[config.mk]
export PLATFORM = sky130hd
export DESIGN_NAME = rv32_decode_top
export DESIGN_NICKNAME = d
export VERILOG_FILES = /design/src/source/rv32_pkg.sv /design/src/source/rv32_decode_top.sv /design/src/source/rv32_decode_reg.sv /design/src/source/rv32_instr_queue.sv /design/src/source/rv32_decoder.sv /design/src/source/rv32_imm_gen.sv
export SDC_FILE = /design/constraint.sdc
export NUM_CORES = 1
export LEC_CHECK = 0
export ABC_AREA = 1
export CORE_MARGIN = 5
export CORE_UTILIZATION = 50
export CTS_CLUSTER_SIZE = 10
export DETAILED_ROUTE_END_ITERATION = 10
export DONT_BUFFER_PORTS = 1
export HOLD_SLACK_MARGIN = 0.1
export SLEW_MARGIN = 20
export SYNTH_ARGS = -nofsm -noshare
export SYNTH_HDL_FRONTEND = slang
export SYNTH_SLANG_ARGS = --single-unit
export TNS_END_PERCENT = 100
[constraint.sdc]
create_clock -name clk -period 15.55 [get_ports clk]
set_input_delay 1.555 -clock clk [delete_from_list [all_inputs] [get_ports clk]]
set_output_delay 1.555 -clock clk [all_outputs]
set_load 0.005 [all_outputs]
[src/source/rv32_pkg.sv]
// ----------------------------------------------------------------------
// Shared types for the RV32I decode stage. Enum encodings are fixed
// because the testbench compares them as raw hex values.
// ----------------------------------------------------------------------
package rv32_pkg;

    typedef logic [31:0] rv32_instr_t;
    typedef logic [4:0]  rv32_register_t;
    typedef logic [31:0] rv32_imm_t;
    typedef logic [4:0]  rv32_zimm_t;
    typedef logic [3:0]  rv32_fence_t;

    // Decoded instruction, sequential from 0x00 up to CSRRCI at 0x2f
    typedef enum logic [5:0] {
        RV32_NOP     = 6'h00,
        RV32_LUI,                      // 0x01
        RV32_AUIPC,
        RV32_JAL,
        RV32_JALR,
        RV32_BEQ,                      // 0x05
        RV32_BNE,
        RV32_BLT,
        RV32_BGE,
        RV32_BLTU,
        RV32_BGEU,
        RV32_LB,                       // 0x0b
        RV32_LH,
        RV32_LW,
        RV32_LBU,
        RV32_LHU,
        RV32_SB,                       // 0x10
        RV32_SH,
        RV32_SW,
        RV32_ADDI,                     // 0x13
        RV32_SLTI,
        RV32_SLTIU,
        RV32_XORI,
        RV32_ORI,
        RV32_ANDI,
        RV32_SLLI,
        RV32_SRLI,
        RV32_SRAI,
        RV32_ADD,                      // 0x1c
        RV32_SUB,
        RV32_SLL,
        RV32_SLT,
        RV32_SLTU,
        RV32_XOR,
        RV32_SRL,
        RV32_SRA,
        RV32_OR,
        RV32_AND,
        RV32_FENCE,                    // 0x26
        RV32_FENCEI,
        RV32_ECALL,
        RV32_EBREAK,
        RV32_CSRRW,                    // 0x2a
        RV32_CSRRS,
        RV32_CSRRC,
        RV32_CSRRWI,
        RV32_CSRRSI,
        RV32_CSRRCI,
        RV32_UNKNOWN = 6'h3f
    } rv32_opcode_enum_t;

    typedef enum logic [2:0] {
        RV32_TYPE_R       = 3'd0,
        RV32_TYPE_I       = 3'd1,
        RV32_TYPE_S       = 3'd2,
        RV32_TYPE_B       = 3'd3,
        RV32_TYPE_U       = 3'd4,
        RV32_TYPE_J       = 3'd5,
        RV32_TYPE_NOP     = 3'd6,
        RV32_TYPE_UNKNOWN = 3'd7
    } rv32_type_enum_t;

    typedef enum logic [3:0] {
        RV32_ALU_NOP  = 4'd0,
        RV32_ALU_ADD  = 4'd1,
        RV32_ALU_SUB  = 4'd2,
        RV32_ALU_SLL  = 4'd3,
        RV32_ALU_SRL  = 4'd4,
        RV32_ALU_SRA  = 4'd5,
        RV32_ALU_SLT  = 4'd6,
        RV32_ALU_SLTU = 4'd7,
        RV32_ALU_XOR  = 4'd8,
        RV32_ALU_OR   = 4'd9,
        RV32_ALU_AND  = 4'd10,
        RV32_ALU_EQ   = 4'd11,
        RV32_ALU_NEQ  = 4'd12,
        RV32_ALU_SGE  = 4'd13,        // Signed greater or equal
        RV32_ALU_SGEU = 4'd14
    } rv32_alu_op_t;

    parameter int RV32_QUEUE_DEPTH_DEFAULT = 2;

endpackage
[src/source/rv32_decode_top.sv]
// ----------------------------------------------------------------------
// RV32I decode stage: instruction queue, decoder, output slice.
// Up to QUEUE_DEPTH + 1 instructions in flight.
// ----------------------------------------------------------------------
`timescale 1ns/1ps

module rv32_decode_top #(
    parameter int QUEUE_DEPTH = rv32_pkg::RV32_QUEUE_DEPTH_DEFAULT
) (
    input  logic                        clk,
    input  logic                        reset,
    input  rv32_pkg::rv32_instr_t       in_instr,
    input  logic                        in_valid,
    output logic                        in_ready,
    output logic                        out_valid,
    input  logic                        out_ready,
    output rv32_pkg::rv32_opcode_enum_t out_opcode,
    output rv32_pkg::rv32_type_enum_t   out_type,
    output rv32_pkg::rv32_alu_op_t      out_alu_op,
    output rv32_pkg::rv32_register_t    out_rs1,
    output rv32_pkg::rv32_register_t    out_rs2,
    output rv32_pkg::rv32_register_t    out_rd,
    output rv32_pkg::rv32_imm_t         out_imm,
    output rv32_pkg::rv32_fence_t       out_fence_pred,
    output rv32_pkg::rv32_fence_t       out_fence_succ,
    output rv32_pkg::rv32_zimm_t        out_zimm,
    output logic                        out_trap
);

    import rv32_pkg::*;

    rv32_instr_t       q_instr;
    logic              q_valid;
    logic              q_ready;
    rv32_opcode_enum_t dec_opcode;
    rv32_type_enum_t   dec_type;
    rv32_alu_op_t      dec_alu_op;
    rv32_register_t    dec_rs1;
    rv32_register_t    dec_rs2;
    rv32_register_t    dec_rd;
    rv32_imm_t         dec_imm;
    rv32_fence_t       dec_fence_pred;
    rv32_fence_t       dec_fence_succ;
    rv32_zimm_t        dec_zimm;
    logic              dec_trap;

    rv32_instr_queue #(
        .DEPTH (QUEUE_DEPTH)
    ) queue_inst (
        .clk      (clk),
        .reset    (reset),
        .in_instr (in_instr),
        .in_valid (in_valid),
        .in_ready (in_ready),
        .q_instr  (q_instr),
        .q_valid  (q_valid),
        .q_ready  (q_ready)
    );

    rv32_decoder decoder_inst (
        .instr      (q_instr),
        .opcode     (dec_opcode),
        .inst_type  (dec_type),
        .alu_op     (dec_alu_op),
        .rs1        (dec_rs1),
        .rs2        (dec_rs2),
        .rd         (dec_rd),
        .imm        (dec_imm),
        .fence_pred (dec_fence_pred),
        .fence_succ (dec_fence_succ),
        .zimm       (dec_zimm),
        .trap       (dec_trap)
    );

    rv32_decode_reg decode_reg_inst (
        .clk            (clk),
        .reset          (reset),
        .q_valid        (q_valid),
        .q_ready        (q_ready),
        .opcode         (dec_opcode),
        .inst_type      (dec_type),
        .alu_op         (dec_alu_op),
        .rs1            (dec_rs1),
        .rs2            (dec_rs2),
        .rd             (dec_rd),
        .imm            (dec_imm),
        .fence_pred     (dec_fence_pred),
        .fence_succ     (dec_fence_succ),
        .zimm           (dec_zimm),
        .trap           (dec_trap),
        .out_valid      (out_valid),
        .out_ready      (out_ready),
        .out_opcode     (out_opcode),
        .out_type       (out_type),
        .out_alu_op     (out_alu_op),
        .out_rs1        (out_rs1),
        .out_rs2        (out_rs2),
        .out_rd         (out_rd),
        .out_imm        (out_imm),
        .out_fence_pred (out_fence_pred),
        .out_fence_succ (out_fence_succ),
        .out_zimm       (out_zimm),
        .out_trap       (out_trap)
    );

endmodule

[src/source/rv32_decode_reg.sv]
// ----------------------------------------------------------------------
// Output slice for decoded fields. Holds its contents while out_ready
// is low; q_ready depends combinationally on out_ready.
// ----------------------------------------------------------------------
`timescale 1ns/1ps

module rv32_decode_reg (
    input  logic                        clk,
    input  logic                        reset,
    input  logic                        q_valid,
    output logic                        q_ready,
    input  rv32_pkg::rv32_opcode_enum_t opcode,
    input  rv32_pkg::rv32_type_enum_t   inst_type,
    input  rv32_pkg::rv32_alu_op_t      alu_op,
    input  rv32_pkg::rv32_register_t    rs1,
    input  rv32_pkg::rv32_register_t    rs2,
    input  rv32_pkg::rv32_register_t    rd,
    input  rv32_pkg::rv32_imm_t         imm,
    input  rv32_pkg::rv32_fence_t       fence_pred,
    input  rv32_pkg::rv32_fence_t       fence_succ,
    input  rv32_pkg::rv32_zimm_t        zimm,
    input  logic                        trap,
    output logic                        out_valid,
    input  logic                        out_ready,
    output rv32_pkg::rv32_opcode_enum_t out_opcode,
    output rv32_pkg::rv32_type_enum_t   out_type,
    output rv32_pkg::rv32_alu_op_t      out_alu_op,
    output rv32_pkg::rv32_register_t    out_rs1,
    output rv32_pkg::rv32_register_t    out_rs2,
    output rv32_pkg::rv32_register_t    out_rd,
    output rv32_pkg::rv32_imm_t         out_imm,
    output rv32_pkg::rv32_fence_t       out_fence_pred,
    output rv32_pkg::rv32_fence_t       out_fence_succ,
    output rv32_pkg::rv32_zimm_t        out_zimm,
    output logic                        out_trap
);

    logic load;

    assign q_ready = !out_valid || out_ready;  // Empty or draining
    assign load    = q_valid && q_ready;

    always_ff @(posedge clk) begin
        if (reset) begin
            out_valid <= 1'b0;
        end else if (q_ready) begin
            out_valid <= q_valid;
        end
    end

    always_ff @(posedge clk) begin
        if (load) begin
            out_opcode     <= opcode;
            out_type       <= inst_type;
            out_alu_op     <= alu_op;
            out_rs1        <= rs1;
            out_rs2        <= rs2;
            out_rd         <= rd;
            out_imm        <= imm;
            out_fence_pred <= fence_pred;
            out_fence_succ <= fence_succ;
            out_zimm       <= zimm;
            out_trap       <= trap;
        end
    end

endmodule

[src/source/rv32_instr_queue.sv]
// ----------------------------------------------------------------------
// Instruction FIFO, DEPTH a power of two and at least 2. A push is
// accepted when full if the head leaves in the same cycle.
// ----------------------------------------------------------------------
`timescale 1ns/1ps

module rv32_instr_queue #(
    parameter int DEPTH = rv32_pkg::RV32_QUEUE_DEPTH_DEFAULT
) (
    input  logic                  clk,
    input  logic                  reset,
    input  rv32_pkg::rv32_instr_t in_instr,
    input  logic                  in_valid,
    output logic                  in_ready,
    output rv32_pkg::rv32_instr_t q_instr,
    output logic                  q_valid,
    input  logic                  q_ready
);

    import rv32_pkg::*;

    localparam int PTR_W = $clog2(DEPTH);
    localparam int CNT_W = $clog2(DEPTH + 1);

    rv32_instr_t      mem [DEPTH];
    logic [PTR_W-1:0] wr_ptr;
    logic [PTR_W-1:0] rd_ptr;
    logic [CNT_W-1:0] count;
    logic             push;
    logic             pop;

    assign q_valid  = (count != '0);
    assign in_ready = (count != CNT_W'(DEPTH)) || q_ready;
    assign push     = in_valid && in_ready;
    assign pop      = q_valid && q_ready;
    assign q_instr  = mem[rd_ptr];

    always_ff @(posedge clk) begin
        if (push) begin
            mem[wr_ptr] <= in_instr;
        end
    end

    always_ff @(posedge clk) begin
        if (reset) begin
            wr_ptr <= '0;
            rd_ptr <= '0;
            count  <= '0;
        end else begin
            if (push) begin
                wr_ptr <= wr_ptr + 1'b1;  // Wraps at DEPTH
            end
            if (pop) begin
                rd_ptr <= rd_ptr + 1'b1;
            end
            count <= count + CNT_W'(push) - CNT_W'(pop);
        end
    end

endmodule

[src/source/rv32_decoder.sv]
// ----------------------------------------------------------------------
// Combinational RV32I decoder. Shift amount and CSR address are read
// from the low bits of imm. Illegal encodings give UNKNOWN and trap.
// ----------------------------------------------------------------------
`timescale 1ns/1ps

module rv32_decoder (
    input  rv32_pkg::rv32_instr_t       instr,
    output rv32_pkg::rv32_opcode_enum_t opcode,
    output rv32_pkg::rv32_type_enum_t   inst_type,
    output rv32_pkg::rv32_alu_op_t      alu_op,
    output rv32_pkg::rv32_register_t    rs1,
    output rv32_pkg::rv32_register_t    rs2,
    output rv32_pkg::rv32_register_t    rd,
    output rv32_pkg::rv32_imm_t         imm,
    output rv32_pkg::rv32_fence_t       fence_pred,
    output rv32_pkg::rv32_fence_t       fence_succ,
    output rv32_pkg::rv32_zimm_t        zimm,
    output logic                        trap
);

    import rv32_pkg::*;

    always_comb begin
        opcode    = RV32_UNKNOWN;
        inst_type = RV32_TYPE_UNKNOWN;
        case (instr[6:0])
            7'b0110111: inst_type = RV32_TYPE_U;   // LUI
            7'b0010111: inst_type = RV32_TYPE_U;   // AUIPC
            7'b1101111: inst_type = RV32_TYPE_J;   // JAL
            7'b1100011: inst_type = RV32_TYPE_B;
            7'b0100011: inst_type = RV32_TYPE_S;
            7'b0110011: inst_type = RV32_TYPE_R;
            7'b0010011: inst_type = (instr[31:7] == '0) ? RV32_TYPE_NOP : RV32_TYPE_I;
            7'b1100111, 7'b0000011, 7'b0001111, 7'b1110011: inst_type = RV32_TYPE_I;
            default: inst_type = RV32_TYPE_UNKNOWN;
        endcase

        case (instr[6:0])
            7'b0110111: opcode = RV32_LUI;
            7'b0010111: opcode = RV32_AUIPC;
            7'b1101111: opcode = RV32_JAL;
            7'b1100111: if (instr[14:12] == 3'b000) opcode = RV32_JALR;
            7'b1100011: begin
                case (instr[14:12])
                    3'b000: opcode = RV32_BEQ;
                    3'b001: opcode = RV32_BNE;
                    3'b100: opcode = RV32_BLT;
                    3'b101: opcode = RV32_BGE;
                    3'b110: opcode = RV32_BLTU;
                    3'b111: opcode = RV32_BGEU;
                    default: opcode = RV32_UNKNOWN;
                endcase
            end
            7'b0000011: begin
                case (instr[14:12])
                    3'b000: opcode = RV32_LB;
                    3'b001: opcode = RV32_LH;
                    3'b010: opcode = RV32_LW;
                    3'b100: opcode = RV32_LBU;
                    3'b101: opcode = RV32_LHU;
                    default: opcode = RV32_UNKNOWN;
                endcase
            end
            7'b0100011: begin
                case (instr[14:12])
                    3'b000: opcode = RV32_SB;
                    3'b001: opcode = RV32_SH;
                    3'b010: opcode = RV32_SW;
                    default: opcode = RV32_UNKNOWN;
                endcase
            end
            7'b0010011: begin
                case ({instr[31:7] == '0, instr[14:12]})
                    4'b1000: opcode = RV32_NOP;
                    4'b0000: opcode = RV32_ADDI;
                    4'b0010: opcode = RV32_SLTI;
                    4'b0011: opcode = RV32_SLTIU;
                    4'b0100: opcode = RV32_XORI;
                    4'b0110: opcode = RV32_ORI;
                    4'b0111: opcode = RV32_ANDI;
                    4'b0001: if (instr[31:25] == 7'b0000000) opcode = RV32_SLLI;
                    4'b0101: begin
                        if (instr[31:25] == 7'b0000000) opcode = RV32_SRLI;
                        if (instr[31:25] == 7'b0100000) opcode = RV32_SRAI;
                    end
                    default: opcode = RV32_UNKNOWN;
                endcase
            end
            7'b0110011: begin
                case ({instr[31:25], instr[14:12]})
                    {7'b0000000, 3'b000}: opcode = RV32_ADD;
                    {7'b0100000, 3'b000}: opcode = RV32_SUB;
                    {7'b0000000, 3'b001}: opcode = RV32_SLL;
                    {7'b0000000, 3'b010}: opcode = RV32_SLT;
                    {7'b0000000, 3'b011}: opcode = RV32_SLTU;
                    {7'b0000000, 3'b100}: opcode = RV32_XOR;
                    {7'b0000000, 3'b101}: opcode = RV32_SRL;
                    {7'b0100000, 3'b101}: opcode = RV32_SRA;
                    {7'b0000000, 3'b110}: opcode = RV32_OR;
                    {7'b0000000, 3'b111}: opcode = RV32_AND;
                    default: opcode = RV32_UNKNOWN;
                endcase
            end
            7'b0001111: begin
                // FENCE needs fm, rs1 and rd zero, FENCE.I everything but funct3
                if (instr[14:12] == 3'b000 && {instr[31:28], instr[19:15], instr[11:7]} == '0)
                    opcode = RV32_FENCE;
                if (instr[14:12] == 3'b001 && {instr[31:15], instr[11:7]} == '0)
                    opcode = RV32_FENCEI;
            end
            7'b1110011: begin
                case (instr[14:12])
                    3'b000: begin
                        if ({instr[31:15], instr[11:7]} == 22'h0) opcode = RV32_ECALL;
                        if ({instr[31:15], instr[11:7]} == 22'h400) opcode = RV32_EBREAK;
                    end
                    3'b001: opcode = RV32_CSRRW;
                    3'b010: opcode = RV32_CSRRS;
                    3'b011: opcode = RV32_CSRRC;
                    3'b101: opcode = RV32_CSRRWI;
                    3'b110: opcode = RV32_CSRRSI;
                    3'b111: opcode = RV32_CSRRCI;
                    default: opcode = RV32_UNKNOWN;
                endcase
            end
            default: opcode = RV32_UNKNOWN;
        endcase

        if (opcode == RV32_UNKNOWN) begin
            inst_type = RV32_TYPE_UNKNOWN;  // Also forces imm to zero
        end
    end

    always_comb begin
        case (opcode)
            RV32_LUI, RV32_AUIPC, RV32_JAL, RV32_JALR, RV32_LB, RV32_LH, RV32_LW,
            RV32_LBU, RV32_LHU, RV32_SB, RV32_SH, RV32_SW, RV32_ADDI,
            RV32_ADD:                          alu_op = RV32_ALU_ADD;
            RV32_SUB:                          alu_op = RV32_ALU_SUB;
            RV32_SLL, RV32_SLLI:               alu_op = RV32_ALU_SLL;
            RV32_SRL, RV32_SRLI:               alu_op = RV32_ALU_SRL;
            RV32_SRA, RV32_SRAI:               alu_op = RV32_ALU_SRA;
            RV32_SLT, RV32_SLTI, RV32_BLT:     alu_op = RV32_ALU_SLT;
            RV32_SLTU, RV32_SLTIU, RV32_BLTU:  alu_op = RV32_ALU_SLTU;
            RV32_XOR, RV32_XORI:               alu_op = RV32_ALU_XOR;
            RV32_OR, RV32_ORI:                 alu_op = RV32_ALU_OR;
            RV32_AND, RV32_ANDI:               alu_op = RV32_ALU_AND;
            RV32_BEQ:                          alu_op = RV32_ALU_EQ;
            RV32_BNE:                          alu_op = RV32_ALU_NEQ;
            RV32_BGE:                          alu_op = RV32_ALU_SGE;
            RV32_BGEU:                         alu_op = RV32_ALU_SGEU;
            default:                           alu_op = RV32_ALU_NOP;
        endcase
    end

    rv32_imm_gen imm_gen_inst (
        .instr    (instr),
        .imm_type (inst_type),
        .imm      (imm)
    );

    assign fence_pred = (opcode == RV32_FENCE) ? instr[27:24] : '0;
    assign fence_succ = (opcode == RV32_FENCE) ? instr[23:20] : '0;
    assign zimm = (opcode inside {RV32_CSRRWI, RV32_CSRRSI, RV32_CSRRCI}) ? instr[19:15] : '0;
    assign trap = (opcode == RV32_UNKNOWN);
    assign rs1  = instr[19:15];
    assign rs2  = instr[24:20];
    assign rd   = instr[11:7];

endmodule

[src/source/rv32_imm_gen.sv]
// ----------------------------------------------------------------------
// Immediate assembly per format. R, NOP and UNKNOWN give zero.
// ----------------------------------------------------------------------
`timescale 1ns/1ps

module rv32_imm_gen (
    input  rv32_pkg::rv32_instr_t     instr,
    input  rv32_pkg::rv32_type_enum_t imm_type,
    output rv32_pkg::rv32_imm_t       imm
);

    import rv32_pkg::*;

    always_comb begin
        case (imm_type)
            RV32_TYPE_I: begin
                imm = {{20{instr[31]}}, instr[31:20]};
            end
            RV32_TYPE_S: begin
                imm = {{20{instr[31]}}, instr[31:25], instr[11:7]};
            end
            RV32_TYPE_B: begin
                imm = {{19{instr[31]}}, instr[31], instr[7], instr[30:25],
                       instr[11:8], 1'b0};
            end
            RV32_TYPE_U: begin
                imm = {instr[31:12], 12'h000};  // Upper 20 bits, no extension
            end
            RV32_TYPE_J: begin
                imm = {{11{instr[31]}}, instr[31], instr[19:12], instr[20],
                       instr[30:21], 1'b0};
            end
            default: begin
                imm = '0;
            end
        endcase
    end

endmodule

Yosys cells after proc, flatten, opt, wreduce, memory -nomap -nowiden:

Memories as Yosys holds them, arrays and structs flattened. A register that Yosys moved wholly into a read port is not among the register bits.
Cells that the tools add are included.

* add/subtract/negate cells: 4
* equality and inequality tests: 48
* muxes and demuxes: 23
* reduce and logical (&&, ||, !) cells: 18

Operators with widths (count)
* $pmux W32 S5: 1
* $pmux W6 S11: 1
* $pmux W6 S10: 1
* $pmux W6 S9: 1
* $eq A10 B3 Y1 const B: 4
* $pmux W6 S6: 1
* $pmux W5 S7: 1
* $eq A6 B6 Y1 const B: 5
* $pmux W6 S5: 1
* $eq A7 B6 Y1 const B: 4
* $eq A7 B7 Y1 const B: 4
* $logic_not A25 Y1: 1
* $mux W6: 4
* $eq A22 B11 Y1 const B: 1
* $logic_not A22 Y1: 1
* $pmux W3 S7: 1
* $eq A10 B2 Y1 const B: 2
* $eq A10 B9 Y1 const B: 2
* $mux W5: 4
* $eq A3 B3 Y1 const B: 6
* $pmux W6 S3: 1
* $eq A4 B3 Y1 const B: 4
* $eq A7 B5 Y1 const B: 2
* $logic_not A14 Y1: 1
* other kinds (25): 39

* bits in registers: 75
* memory bits (writable): 64
* ROM bits: 256
* input bits: 36
* output and inout port bits: 76
* logic and storage cells: 109
* memories: 2

Memory list
* (name not given): words 64, width 4, rd ports 1, clocked after Yosys merged registers in 1, write ports 0, line rv32_decoder.sv:136 `case (opcode)`
* queue_inst.mem: words 2, width 32, rd ports 1, clocked after Yosys merged registers in 1, write ports 1, line rv32_instr_queue.sv:25 `rv32_instr_t mem [DEPTH];`

Logic depth before layout (Yosys ltp):

Gate-level depths: netlist of run 1.

* depth in word-level cells: 9
* depth in mapped cells: 23
* depth with buffers taken out: 21

Modules after synthesis:

From an unflattened synthesis of run 1, not the netlist that was laid out.

* cells, all modules: 676
* area, all modules: 7226.9 um^2

Modules (own cells, without submodules)
* rv32_instr_queue: times used 1, cells an instance 138, area each 2715.1 um^2, sequential area each 2021.9 um^2
* rv32_decode_reg: times used 1, cells an instance 80, area each 2269.7 um^2, sequential area each 2242.2 um^2
* rv32_decoder: times used 1, cells an instance 366, area each 1786.7 um^2, sequential area each 0.0 um^2
* rv32_imm_gen: times used 1, cells an instance 92, area each 455.4 um^2, sequential area each 0.0 um^2

Least setup slack after synthesis of run 1:

OpenSTA, ideal clock, no wires.

* path kind: input-to-reg
* start: input port out_ready
* end: register queue_inst.count[1]
* arrival time: 6.583 ns
* slack: 8.852 ns
* stages: 8
* path buffers: 0
* cells stage by stage: nor2_1 a21oi_1 ha_1 inv_1 ha_1 xnor2_1 nand2_1 nor3b_1

* elaborated cells on any way between the ends: 6

RTL lines
* start, declared: line rv32_decode_top.sv:16 `input logic out_ready,`
* $logic_or A1 B1 Y1: line rv32_decode_reg.sv:40 `assign q_ready = !out_valid || out_ready;`
* $logic_and A1 B1 Y1
* net decode_reg_inst.load: line rv32_decode_reg.sv:38 `logic load;`
* $sub A2 B1 Y2: line rv32_instr_queue.sv:56 `count <= count + CNT_W'(push) - CNT_W'(pop);`
* end signal, assigned: line rv32_instr_queue.sv:56
* end, declared: line rv32_instr_queue.sv:28 `logic [CNT_W-1:0] count;`

The timed path passes the listed nets, and every way through them passes these cells.
A chain may end at the register's enable or synchronous reset.

==> impl_table.tex, run 1 <==
\begin{tabular}{lr}
\hline
Metric & Value \\
\hline
\multicolumn{2}{l}{\textbf{Run status}} \\
Run status & finished clean \\
\multicolumn{2}{l}{\textbf{Clock network}} \\
Clock slew at reported path FFs & 60 ps \\
Number of hold buffers added after CTS & 0 \\
Htree depth & 4 \\
Maximum count of clock buffers along a single path & 2 \\
Number of CTS-inserted buffers & 17 \\
Buffers inserted by post-CTS timing repair & 0 \\
Number of sinks on the clock net & $\sim$140 \\
Total of cells resized after clock tree synthesis & 0 \\
Source-to-sink clock delay at the later pin of the worst-skew pair & 430 ps \\
CTS tree & built \\
Clk Tree Root Cell & clkbuf\_16 \\
\multicolumn{2}{l}{\textbf{Yosys}} \\
Share of synthesized cell area in and, or, nand and nor gates & 28.31\% \\
Cell types occupying the most area after synthesis & edfxtp\_1, nand2\_1, inv\_1 \\
Largest family of logic cells by synthesized area & simple AND/OR/NAND/NOR gates \\
Synthesized cell area & about 0.0072 mm\^{}2 \\
Synth warn & 0 \\
Number of flops mapped to enable cells by yosys & 138 \\
Flops \& latches, synth & 144 \\
Nets in the synthesized netlist & around 800 \\
Leading area contributor after synthesis & edfxtp\_1 \\
Post-synthesis share of cell area spent on full adders, half adders and majority gates & 1.730\% \\
Area share of the largest cell type after synthesis & 57.28\% \\
Xor and xnor fraction of the mapped netlist area & 0.1211\% \\
Sequential share of the synthesized area & between 50\% and 60\% \\
Post-synthesis mux area share & 0\% \\
Number of instances in the synthesized netlist & 764 \\
Most frequent cell after synthesis & nand2\_1 \\
Post-Synthesis Mean Instance Area & around 9.5 um\^{}2 \\
Fraction of the mapped netlist area in compound gates & 2.836\% \\
Commonest cells post-synth & nand2\_1, edfxtp\_1, inv\_1 \\
Synth cell types & 38 \\
Main flop type after synthesis & edfxtp\_1 \\
Async set-reset flop share out of synthesis & 0\% \\
\multicolumn{2}{l}{\textbf{Pwr}} \\
Peak ir drop on the vdd network & approximately 0.00022 V \\
Power density over the cells & 180.1 mW/mm\^{}2 \\
Reported leakage power & 3.566 nW \\
\multicolumn{2}{l}{\textbf{Global route}} \\
First-pass GRT wire length & 26460 um \\
Antenna violations before repair & 0 \\
Maximum number of pins on one net before global-route repair & between 70 and 80 \\
Vias in the first global route & 4700 \\
Global-route usage over all layers & 20.97\% \\
Gr ovfl total & 0 \\
\multicolumn{2}{l}{\textbf{Critical path}} \\
Slowest-stage cell, CP & dfxtp\_1 \\
Type of element capturing the critical path & flop \\
Cell-by-cell listing of the critical path & buf\_4, nand2\_1, nand2\_1, nand3\_2, a21oi\_2, nor2\_2, nand2\_2, nor2\_4, nor4\_1, nand3\_1, ha\_1, nand3\_4, nand3\_2, nand2\_1, nand2\_1, nand2\_1 \\
Maximum net fanout on the critical path & 24 \\
Cell occurring most often along the worst timing path & nand2\_1 \\
Longest individual stage delay on the worst path & around 900 ps \\
CP Data Required Time & between 15000 and 20000 ps \\
Nature of the critical path startpoint & flop \\
Arrival @ worst endpoint & 4810 ps \\
Worst Path Class, Setup & reg2reg \\
\multicolumn{2}{l}{\textbf{Floorplanning}} \\
Height of the die & 130.3 um \\
Number of top-level design ports & 112 \\
Die Area & 0.01697 mm\^{}2 \\
Core outline area & 0.01437 mm\^{}2 \\
Number of placement rows & 44 \\
Chip width & 130.3 um \\
Initial core utilization & roughly half \\
\multicolumn{2}{l}{\textbf{STA}} \\
Unrepaired setup endpoints after global routing & no \\
Actual transition at the worst max-transition pin & slightly above 1000 ps \\
Final Max Tran Viols & 0 \\
Min cycle time layout & between 4000 and 5000 ps \\
Achievable frequency & 221.0 MHz \\
Clk\_skew & 16.00 ps \\
Fraction of the cycle the final worst path needs & 29.10\% \\
Final number of hold-violating endpoints & 0 \\
Sum Neg Setup Slack & 0 ps \\
Final number of setup-violating endpoints & 0 \\
Slew margin rel. & 31.18\% \\
\multicolumn{2}{l}{\textbf{Cells and area}} \\
Utilization of the core after routing & between 50\% and 60\% \\
Antenna diode count & 0 \\
Fraction of final layout cells sized beyond drive strength 1 & around 13\% \\
Final non-filler cell area & 0.007969 mm\^{}2 \\
Nets@finish & between 800 and 900 \\
Area delta synth->final & 10.15\% \\
\multicolumn{2}{l}{\textbf{Drt}} \\
Number of nets with antenna violations after routing & 0 \\
Vias after detailed routing & 5021 \\
Pre-Repair DR Iteration Count & 5 \\
Post-route DRC violation count & 0 \\
Average wire per cell in the routed design & 17.88 um \\
Initial detailed-routing violation count & 373 \\
Number of vias per cell & 5.182 \\
Wirelength, routed & 17330 um \\
\multicolumn{2}{l}{\textbf{Placed design}} \\
Post-place instance area & 0.007370 mm\^{}2 \\
Number of port buffers & 0 \\
Post-DP HPWL & between 10000 and 15000 um \\
Global placer's final weighted congestion & 0.9668 \\
\multicolumn{2}{l}{\textbf{Run}} \\
Number of violations of the max-capacitance limit & 0 \\
\multicolumn{2}{l}{\textbf{Min path}} \\
Path category of the worst min-delay check & reg2reg \\
\hline
\end{tabular}
-- path summary, 6_finish.rpt --
| kind | start | to | slack [ps] | cells past startpoint |
|---|---|---|---|---|
| max | flop | decode_reg_inst.out_imm[25]$_DFFE_PP_ | 11020 | 16 |
| max reg2reg | flop | decode_reg_inst.out_imm[25]$_DFFE_PP_ | 11020 | 16 |
| min | queue_inst.wr_ptr$_SDFFE_PP0P_ | queue_inst.wr_ptr$_SDFFE_PP0P_ | 540 | 2 |
| min reg2reg | queue_inst.wr_ptr$_SDFFE_PP0P_ | queue_inst.wr_ptr$_SDFFE_PP0P_ | 540 | 2 |
-- layer usage --
layer  global-route usage [%]  up-vias  wire [um]  share of wire [%]
li1                         -     2490          -                  -
met4                    5.990        0        201                1.2
met5                        0        -          0                  0
met1                    26.99     2349       7557                 44
met2                    34.01      169       8290                 48
met3                    7.041       13       1276                7.4
-- layout by cell type (no fill, tap or decap), drive strengths merged --
cell type and n:
nand2 268, edfxtp 138, inv 123, nor2 101
nand3 56, clkbuf 17, a21oi 13, o21ai 11
ha 10, nand4 9, dfxtp 6, nor3 6
o22ai 5, clkinv 4, a31oi 3, nor3b 3
o211ai 2, bufinv 2, clkinvlp 2, buf 2
nor4 1, o2111ai 1, nand3b 1, xnor2 1
-- worst max-delay path, delay by kind of cell, from the launching register on --
family | cells | cell delay, ps
AND/OR/NAND/NOR | 13 | 2150
buffers and inverters | 1 | 410
adder cells (fa/ha/maj) | 1 | 320
flip-flops | 1 | 880
AO/OA/AOI/OAI | 1 | 620
-- kinds of logic after synthesis --
group | count (synthesis)
fa+ha+maj | 10
buf+inv | 129
flops | 144
xor+xnor | 1
simple gates | 445
compound gates | 35
-- metrics by stage --
stage	hold WS, ps	setup WS [ps]	power [W]	instances
after floorplan	481.2	8852	0.0009322	764
after global placement	522.5	10850	0.001021	937
after detailed placement	533.6	10990	0.001027	937
after CTS	542.3	10980	0.001448	969
after global routing	595.8	10610	0.001520	969
final	541.0	11020	0.001435	969
-- registers in the layout (all words and copies together), names as in the netlist, 5 cells and up, named ones only --
name and cells:
decode_reg_inst.out_rs1 5, decode_reg_inst.out_imm 32, decode_reg_inst.out_zimm 5, decode_reg_inst.out_opcode 6, decode_reg_inst.out_rd 5, decode_reg_inst.out_rs2 5, queue_inst.mem 64
-- area by class of cell --
class | instances | area (um^2)
Inverter | 116 | 442.9
Fill cell | 1232 | 6400
Sequential cell | 144 | 4264
Timing Repair Buffer | 2 | 15.01
Clock buffer | 17 | 425.4
Clock inverter | 15 | 173.9
Multi-Input combinational cell | 491 | 2417
Tap cell | 184 | 230.2
-- where the power goes --
| group | leakage [nW] | switching (W) | internal [W] |
|---|---|---|---|
| clock network | 0.292 | 0.000177 | 0.000242 |
| logic | 1.92 | 0.000302 | 0.0000934 |
| registers | 1.36 | 0.0000597 | 0.000561 |
Note: power is estimated with default switching activity, not from simulation.
==> run 2: changes to the inputs <==
Settings changed: ABC_AREA 1 to 0.
Clock period 15.55 ns to 4.6 ns, I/O delays scaled along.
==> impl_table.tex, run 2 <==
\begin{tabular}{lr}
\hline
Metric & Value \\
\hline
\multicolumn{2}{l}{\textbf{Cells and area}} \\
Area delta synth->final & 13.05\% \\
Antenna diode count & 0 \\
Leading cell types in the layout, fill and taps excluded & edfxtp\_1, nor2\_1, nand2\_1 \\
Fraction of final layout cells sized beyond drive strength 1 & 13.69\% \\
Registers with the most flip-flops & queue\_inst.mem: 64 flops, decode\_reg\_inst.out\_imm: 32 flops, decode\_reg\_inst.out\_opcode: 6 flops \\
Number of flip-flops in the largest register & 64 \\
Count of filler cells inserted in the layout & 1118 \\
Leading cell type in the layout, fill and taps excluded & edfxtp\_1 \\
Register containing the most flip-flops in the final layout & queue\_inst.mem \\
Nets@finish & between 600 and 700 \\
\multicolumn{2}{l}{\textbf{Critical path}} \\
Longest individual stage delay on the worst path & 600 ps \\
Worst Path Class, Setup & reg2reg \\
Logic depth of the worst register-to-register path & 15 \\
CP Data Required Time & between 4000 and 5000 ps \\
CP Buf/Inv Count & 3 \\
Nature of the critical path startpoint & flop \\
Maximum net fanout on the critical path & 28 \\
End of the worst register-to-register path & decode\_reg\_inst.out\_zimm[1]\$\_SDFFCE\_PN0P\_ \\
Arrival @ worst endpoint & 4390 ps \\
Dominant delay contributor by cell family on the critical path & simple AND/OR/NAND/NOR gates \\
Cell count along the critical path & 15 \\
Register-to-Register Setup Slack & between 300 and 400 ps \\
Cell-by-cell listing of the critical path & buf\_4, or4\_1, and2\_1, nor3b\_1, a21o\_1, o221ai\_1, a2111oi\_0, and3\_1, inv\_1, buf\_4, ha\_1, nor3\_1, nor3\_1, nand2\_1, nor2\_1 \\
Slowest-stage cell, CP & or4\_1 \\
Type of element capturing the critical path & flop \\
\multicolumn{2}{l}{\textbf{Yosys}} \\
Sequential share of the synthesized area & roughly 60\% \\
Synthesized cell area & $\sim$0.007 mm\^{}2 \\
Most frequent cell after synthesis & edfxtp\_1 \\
Main flop type after synthesis & edfxtp\_1 \\
Area share of the largest cell type after synthesis & about three fifths \\
Cell types occupying the most area after synthesis & edfxtp\_1, mux2i\_1, nor2\_1 \\
Synth warn & 0 \\
Commonest cells post-synth & edfxtp\_1, nor2\_1, nand2\_1 \\
Async set-reset flop share out of synthesis & 0\% \\
Leading area contributor after synthesis & edfxtp\_1 \\
Synth cell types & 75 \\
Flops \& latches, synth & 144 \\
Number of flops mapped to enable cells by yosys & 138 \\
Post-Synthesis Mean Instance Area & 12.18 um\^{}2 \\
Number of instances in the synthesized netlist & 583 \\
Nets in the synthesized netlist & between 600 and 700 \\
\multicolumn{2}{l}{\textbf{Placed design}} \\
Number of port buffers & 0 \\
Global placer's final weighted congestion & 0.9673 \\
Post-DP HPWL & 13980 um \\
\multicolumn{2}{l}{\textbf{Floorplanning}} \\
Initial core utilization & 51.17\% \\
Height of the die & roughly 130 um \\
Chip width & 129.2 um \\
Core outline area & approximately 0.014 mm\^{}2 \\
Die Area & 0.01669 mm\^{}2 \\
Number of placement rows & 43 \\
Number of top-level design ports & between 100 and 150 \\
\multicolumn{2}{l}{\textbf{Min path}} \\
Worst min-delay path endpoint & queue\_inst.mem[0][27]\$\_DFFE\_PP\_ \\
Hold-critical path depth & 0 \\
Path category of the worst min-delay check & in2reg \\
Startpoint of the worst hold path & in\_instr[27] \\
\multicolumn{2}{l}{\textbf{Drt}} \\
Number of nets with antenna violations after routing & 0 \\
Initial detailed-routing violation count & 434 \\
Post-route DRC violation count & 0 \\
Vias after detailed routing & around 5000 \\
Pre-Repair DR Iteration Count & 9 \\
Wirelength, routed & between 15000 and 20000 um \\
Number of vias per cell & 6.207 \\
Average wire per cell in the routed design & 23.51 um \\
\multicolumn{2}{l}{\textbf{Pwr}} \\
Total power & 0.004348 W \\
Power density over the cells & 541.4 mW/mm\^{}2 \\
Peak ir drop on the vdd network & roughly 0.00034 V \\
Reported leakage power & 2.797 nW \\
\multicolumn{2}{l}{\textbf{Clock network}} \\
Maximum count of clock buffers along a single path & 2 \\
Number of CTS-inserted buffers & 17 \\
Source-to-sink clock delay at the later pin of the worst-skew pair & roughly 410 ps \\
Buffers inserted by post-CTS timing repair & 0 \\
Clk Tree Root Cell & clkbuf\_16 \\
CTS tree & built \\
Clock slew at reported path FFs & around 60 ps \\
Htree depth & 4 \\
Number of sinks on the clock net & about 140 \\
\multicolumn{2}{l}{\textbf{Run status}} \\
Run status & finished clean \\
\multicolumn{2}{l}{\textbf{Global route}} \\
Antenna violations before repair & 0 \\
Gr ovfl total & 0 \\
First-pass GRT wire length & 28880 um \\
Maximum number of pins on one net before global-route repair & 49 \\
Vias in the first global route & a little under 5000 \\
Global-route usage over all layers & between 20\% and 30\% \\
\multicolumn{2}{l}{\textbf{STA}} \\
Final Max Tran Viols & 0 \\
Final number of hold-violating endpoints & 0 \\
Actual transition at the worst max-transition pin & 990.7 ps \\
Fraction of the cycle the final worst path needs & 92.05\% \\
Slew margin rel. & 33.80\% \\
Clk\_skew & 7.234 ps \\
Final number of setup-violating endpoints & 0 \\
Sum Neg Setup Slack & 0 ps \\
Achievable frequency & 236.2 MHz \\
Unrepaired setup endpoints after global routing & no \\
Min cycle time layout & 4234 ps \\
\multicolumn{2}{l}{\textbf{Run}} \\
Number of violations of the max-capacitance limit & 0 \\
\hline
\end{tabular}
run 2: cell types whose count changed in the layout (fill, tap and decap cells not counted), sizes merged, moves of 20 or more:
| cell | previous run | this run |
|---|---|---|
| buf | 2 | 29 |
| inv | 123 | 30 |
| nor2 | 101 | 48 |
| nand2 | 268 | 42 |
| o21ai | 11 | 31 |
| nand3 | 56 | 20 |
| mux2i | 0 | 32 |
run 2: timing repair:
action                                  CTS  global route
hold buffers                              1             0
endpoints found under the hold margin     6             0
endpoints found under the setup margin    0             5
resized for setup                         0             2
run 2: cell type report:
type                       count  area (um^2)  area share [%]
inverter                      27        101.3           1.262
timing repair buffer          30        231.5           2.883
multi-input combinational    389         2659           33.11
sequential                   144         4268           53.15
clock buffer                  19        432.9           5.391
tap                          180        225.2           2.805
clock inverter                12        112.6           1.402
run 2: cells by family (layout without fill, tap and decap cells):
group | Yosys count | count (layout) | synth area share (%)
multiplexers | 42 | 42 | 6.095
XOR/XNOR | 10 | 10 | 1.233
buffers and inverters | 50 | 88 | 2.766
AND/OR/NAND/NOR | 210 | 210 | 16.54
flip-flops | 144 | 144 | 60.03
AO/OA/AOI/OAI | 117 | 117 | 11.57
adder cells (fa/ha/maj) | 10 | 10 | 1.761
run 2: worst max-delay path by stage:
stage,end,from
floorplan,decode_reg_inst.out_imm[22]$_DFFE_PP_,flop
global placement,decode_reg_inst.out_imm[14]$_DFFE_PP_,flop
detailed placement,decode_reg_inst.out_imm[14]$_DFFE_PP_,flop
CTS,decode_reg_inst.out_imm[14]$_DFFE_PP_,flop
global route,decode_reg_inst.out_imm[14]$_DFFE_PP_,flop
finish,decode_reg_inst.out_zimm[1]$_SDFFCE_PN0P_,flop
run 2: power by group:
| part | total, W | switching, W | leakage (nW) | internal (W) |
|---|---|---|---|---|
| combinational | 0.000976 | 0.000652 | 1.18 | 0.000324 |
| clock | 0.00129 | 0.000541 | 0.258 | 0.000745 |
| sequential | 0.00209 | 0.000214 | 1.36 | 0.00187 |
| total | 0.00435 | 0.00141 | 2.80 | 0.00294 |
run 2: worst reg2reg max path: stages, from the launching register on:
cell and delay [ps]:
dfxtp_4 440, buf_4 250, or4_1 600, and2_1 220
nor3b_1 330, a21o_1 180, o221ai_1 130, a2111oi_0 360
and3_1 360, inv_1 100, buf_4 160, ha_1 220
nor3_1 190, nor3_1 80, nand2_1 270, nor2_1 90
run 2: stage by stage:
| stage | hold slack [ps] | cell area [um^2] | std cells | worst slack (ps) | util [%] |
|---|---|---|---|---|---|
| finish | 138.9 | 8030 | 801 | 365.7 | 57.85 |
| CTS | 120.2 | 8025 | 801 | 313.5 | 57.82 |
| global placement | 492.0 | 7470 | 769 | 346.0 | 53.81 |
| detailed placement | 500.4 | 7470 | 769 | 334.6 | 53.81 |
| global route | 116.6 | 8030 | 801 | 39.67 | 57.85 |
| floorplan | 473.5 | 7106 | 583 | 342.3 | - |
run 2: metal layers:
metal	track usage, %	up-vias	wire (um)
met5	0	-	0
met4	7.412	0	293
met3	6.018	29	1433
met2	36.95	218	9010
met1	30.98	2415	8097
li1	-	2310	-
==> run 3: changes to the inputs <==
--- a/config.mk
+++ b/config.mk
@@ -14,2 +14,3 @@
 export HOLD_SLACK_MARGIN = 0.1
+export MAX_ROUTING_LAYER = met4
 export SLEW_MARGIN = 20
==> constraint.sdc (replaced) <==
create_clock -name clk -period 4.6 [get_ports clk]
set_input_delay 0.69 -clock clk [delete_from_list [all_inputs] [get_ports clk]]
set_output_delay 0.69 -clock clk [all_outputs]
set_load 0.005 [all_outputs]
==> impl_table.tex, run 3 (synthesis results as in run 2) <==
\begin{tabular}{lr}
\hline
Metric & Value \\
\hline
\multicolumn{2}{l}{\textbf{Run status}} \\
Run status & finished clean \\
\multicolumn{2}{l}{\textbf{Drt}} \\
Vias after detailed routing & about 5000 \\
Number of nets with antenna violations after routing & 0 \\
Wire length on met3 & 1624 um \\
Met1 wire length & 7772 um \\
Initial detailed-routing violation count & 404 \\
Average wire per cell in the routed design & $\sim$24 um \\
Wirelength, routed & 18840 um \\
Post-route DRC violation count & 0 \\
Number of vias per cell & 6.319 \\
Met2 layer wire length in the routed design & between 8000 and 9000 um \\
Top sig layer & met4 \\
Pre-Repair DR Iteration Count & 6 \\
\multicolumn{2}{l}{\textbf{Min path}} \\
Path category of the worst min-delay check & in2reg \\
Hold-critical path depth & 1 \\
Startpoint of the worst hold path & reset \\
\multicolumn{2}{l}{\textbf{Clock network}} \\
Source-to-sink clock delay at the later pin of the worst-skew pair & 420 ps \\
Number of CTS-inserted buffers & 17 \\
Clk Tree Root Cell & clkbuf\_16 \\
Clock slew at reported path FFs & roughly 60 ps \\
Buffers inserted by post-CTS timing repair & 0 \\
Htree depth & 4 \\
Number of hold buffers added after CTS & 0 \\
Maximum count of clock buffers along a single path & 2 \\
CTS tree & built \\
Total of cells resized after clock tree synthesis & 0 \\
Number of sinks on the clock net & 144 \\
\multicolumn{2}{l}{\textbf{Global route}} \\
Antenna violations before repair & 0 \\
Vias in the first global route & around 5000 \\
Maximum number of pins on one net before global-route repair & between 40 and 50 \\
Global-route usage over all layers & 23.67\% \\
First-pass GRT wire length & 28410 um \\
Gr ovfl total & 0 \\
\multicolumn{2}{l}{\textbf{Floorplanning}} \\
Chip width & 129.2 um \\
Number of top-level design ports & roughly 110 \\
Number of placement rows & 43 \\
Initial core utilization & 51.17\% \\
Height of the die & $\sim$130 um \\
Core outline area & approximately 0.014 mm\^{}2 \\
Die Area & 0.01669 mm\^{}2 \\
\multicolumn{2}{l}{\textbf{Cells and area}} \\
Number of flip-flops in the largest register & 64 \\
Fraction of final layout cells sized beyond drive strength 1 & approximately an eighth \\
Antenna diode count & 0 \\
Area delta synth->final & 13.55\% \\
Leading cell types in the layout, fill and taps excluded & edfxtp\_1, nor2\_1, nand2\_1 \\
Nets@finish & 653 \\
Registers with the most flip-flops & queue\_inst.mem: 64 flops, decode\_reg\_inst.out\_imm: 32 flops, decode\_reg\_inst.out\_opcode: 6 flops \\
Leading cell type in the layout, fill and taps excluded & edfxtp\_1 \\
Register containing the most flip-flops in the final layout & queue\_inst.mem \\
\multicolumn{2}{l}{\textbf{Pwr}} \\
Peak ir drop on the vdd network & 0.0003399 V \\
Total power & 0.004446 W \\
Reported leakage power & 2.816 nW \\
Power density over the cells & 551.2 mW/mm\^{}2 \\
\multicolumn{2}{l}{\textbf{Critical path}} \\
Arrival @ worst endpoint & 4560 ps \\
Maximum net fanout on the critical path & 45 \\
Logic depth of the worst register-to-register path & 12 \\
Type of element capturing the critical path & flop \\
Worst Path Class, Setup & reg2reg \\
Nature of the critical path startpoint & flop \\
CP Data Required Time & $\sim$4700 ps \\
End of the worst register-to-register path & decode\_reg\_inst.out\_imm[13]\$\_DFFE\_PP\_ \\
Register-to-Register Setup Slack & 180 ps \\
\multicolumn{2}{l}{\textbf{Placed design}} \\
Global placer's final weighted congestion & approximately 0.97 \\
Post-DP HPWL & 13980 um \\
Number of port buffers & 0 \\
\multicolumn{2}{l}{\textbf{STA}} \\
Fraction of the cycle the final worst path needs & 96.02\% \\
Final number of hold-violating endpoints & 0 \\
Slew margin rel. & 34.00\% \\
Sum Neg Setup Slack & 0 ps \\
Final Max Tran Viols & 0 \\
Final number of setup-violating endpoints & 0 \\
Unrepaired setup endpoints after global routing & no \\
Actual transition at the worst max-transition pin & 987.7 ps \\
Min cycle time layout & approximately 4400 ps \\
Clk\_skew & 9.502 ps \\
Achievable frequency & $\sim$230 MHz \\
\multicolumn{2}{l}{\textbf{Run}} \\
Number of violations of the max-capacitance limit & 0 \\
\hline
\end{tabular}
## run 3: cell types whose count changed in the layout (fill, tap and decap cells not counted), sizes merged
cell         before  now
bufinv            1    3
clkinv            4    6
buf              29   28
dlygate4sd3       1    0
clkinvlp          4    1
clkbuf           19   18
## run 3: critical path, cell delays in order (launching register included)
cell and delay [ps]:
dfxtp_4 610, buf_12 280, or3b_1 430, a22oi_1 290, nand2_1 190, a2111oi_0 750
nor4_1 120, nor4b_4 180, inv_1 140, ha_1 280, and3_1 290, nand3b_1 370
o21ai_0 180
## run 3: layout make-up
class / instances / area [um^2]
Fill cell: 1133 / 5816
Sequential cell: 144 / 4268
Multi-Input combinational cell: 389 / 2658
Clock buffer: 18 / 429.2
Tap cell: 180 / 225.2
Timing Repair Buffer: 28 / 222.7
Clock inverter: 13 / 161.4
Inverter: 27 / 101.3
## run 3: worst max-delay path by stage
stage / from / to / slack [ps] / cells after the start
after floorplan: flop / decode_reg_inst.out_imm[22]$_DFFE_PP_ / 340 / 17
final: flop / decode_reg_inst.out_imm[13]$_DFFE_PP_ / 180 / 12
after detailed placement: flop / decode_reg_inst.out_imm[13]$_DFFE_PP_ / 330 / 12
after global routing: flop / decode_reg_inst.out_imm[13]$_DFFE_PP_ / 20 / 12
after CTS: flop / decode_reg_inst.out_imm[13]$_DFFE_PP_ / 330 / 12
after global placement: flop / decode_reg_inst.out_imm[14]$_DFFE_PP_ / 430 / 12
## run 3: per-stage QoR
| step | cells | instance area (um^2) | utilization (%) | hold slack, ps | setup slack [ps] |
|---|---|---|---|---|---|
| 2_1_floorplan | 583 | 7106 | - | 473.5 | 342.3 |
| 3_3_place_gp | 768 | 7475 | 53.85 | 489.8 | 431.8 |
| 3_5_place_dp | 768 | 7475 | 53.85 | 509.5 | 334.4 |
| 4_1_cts | 799 | 8065 | 58.10 | 315.3 | 333.9 |
| 5_1_grt | 799 | 8065 | 58.10 | 315.6 | 15.42 |
| 6_report | 799 | 8065 | 58.10 | 331.0 | 183.0 |
## run 3: routing by layer
layer  GRT usage, %  up-vias
met2          36.31      245
met5              -        -
li1               -     2296
met4          9.512        0
met1          29.79     2466
met3          6.760       42
## run 3: power breakdown
part / internal (W) / switching, W / total (W)
combinational: 0.000324 / 0.000640 / 0.000964
clock: 0.000851 / 0.000529 / 0.00138
sequential: 0.00187 / 0.000230 / 0.00210
total: 0.00305 / 0.00140 / 0.00445
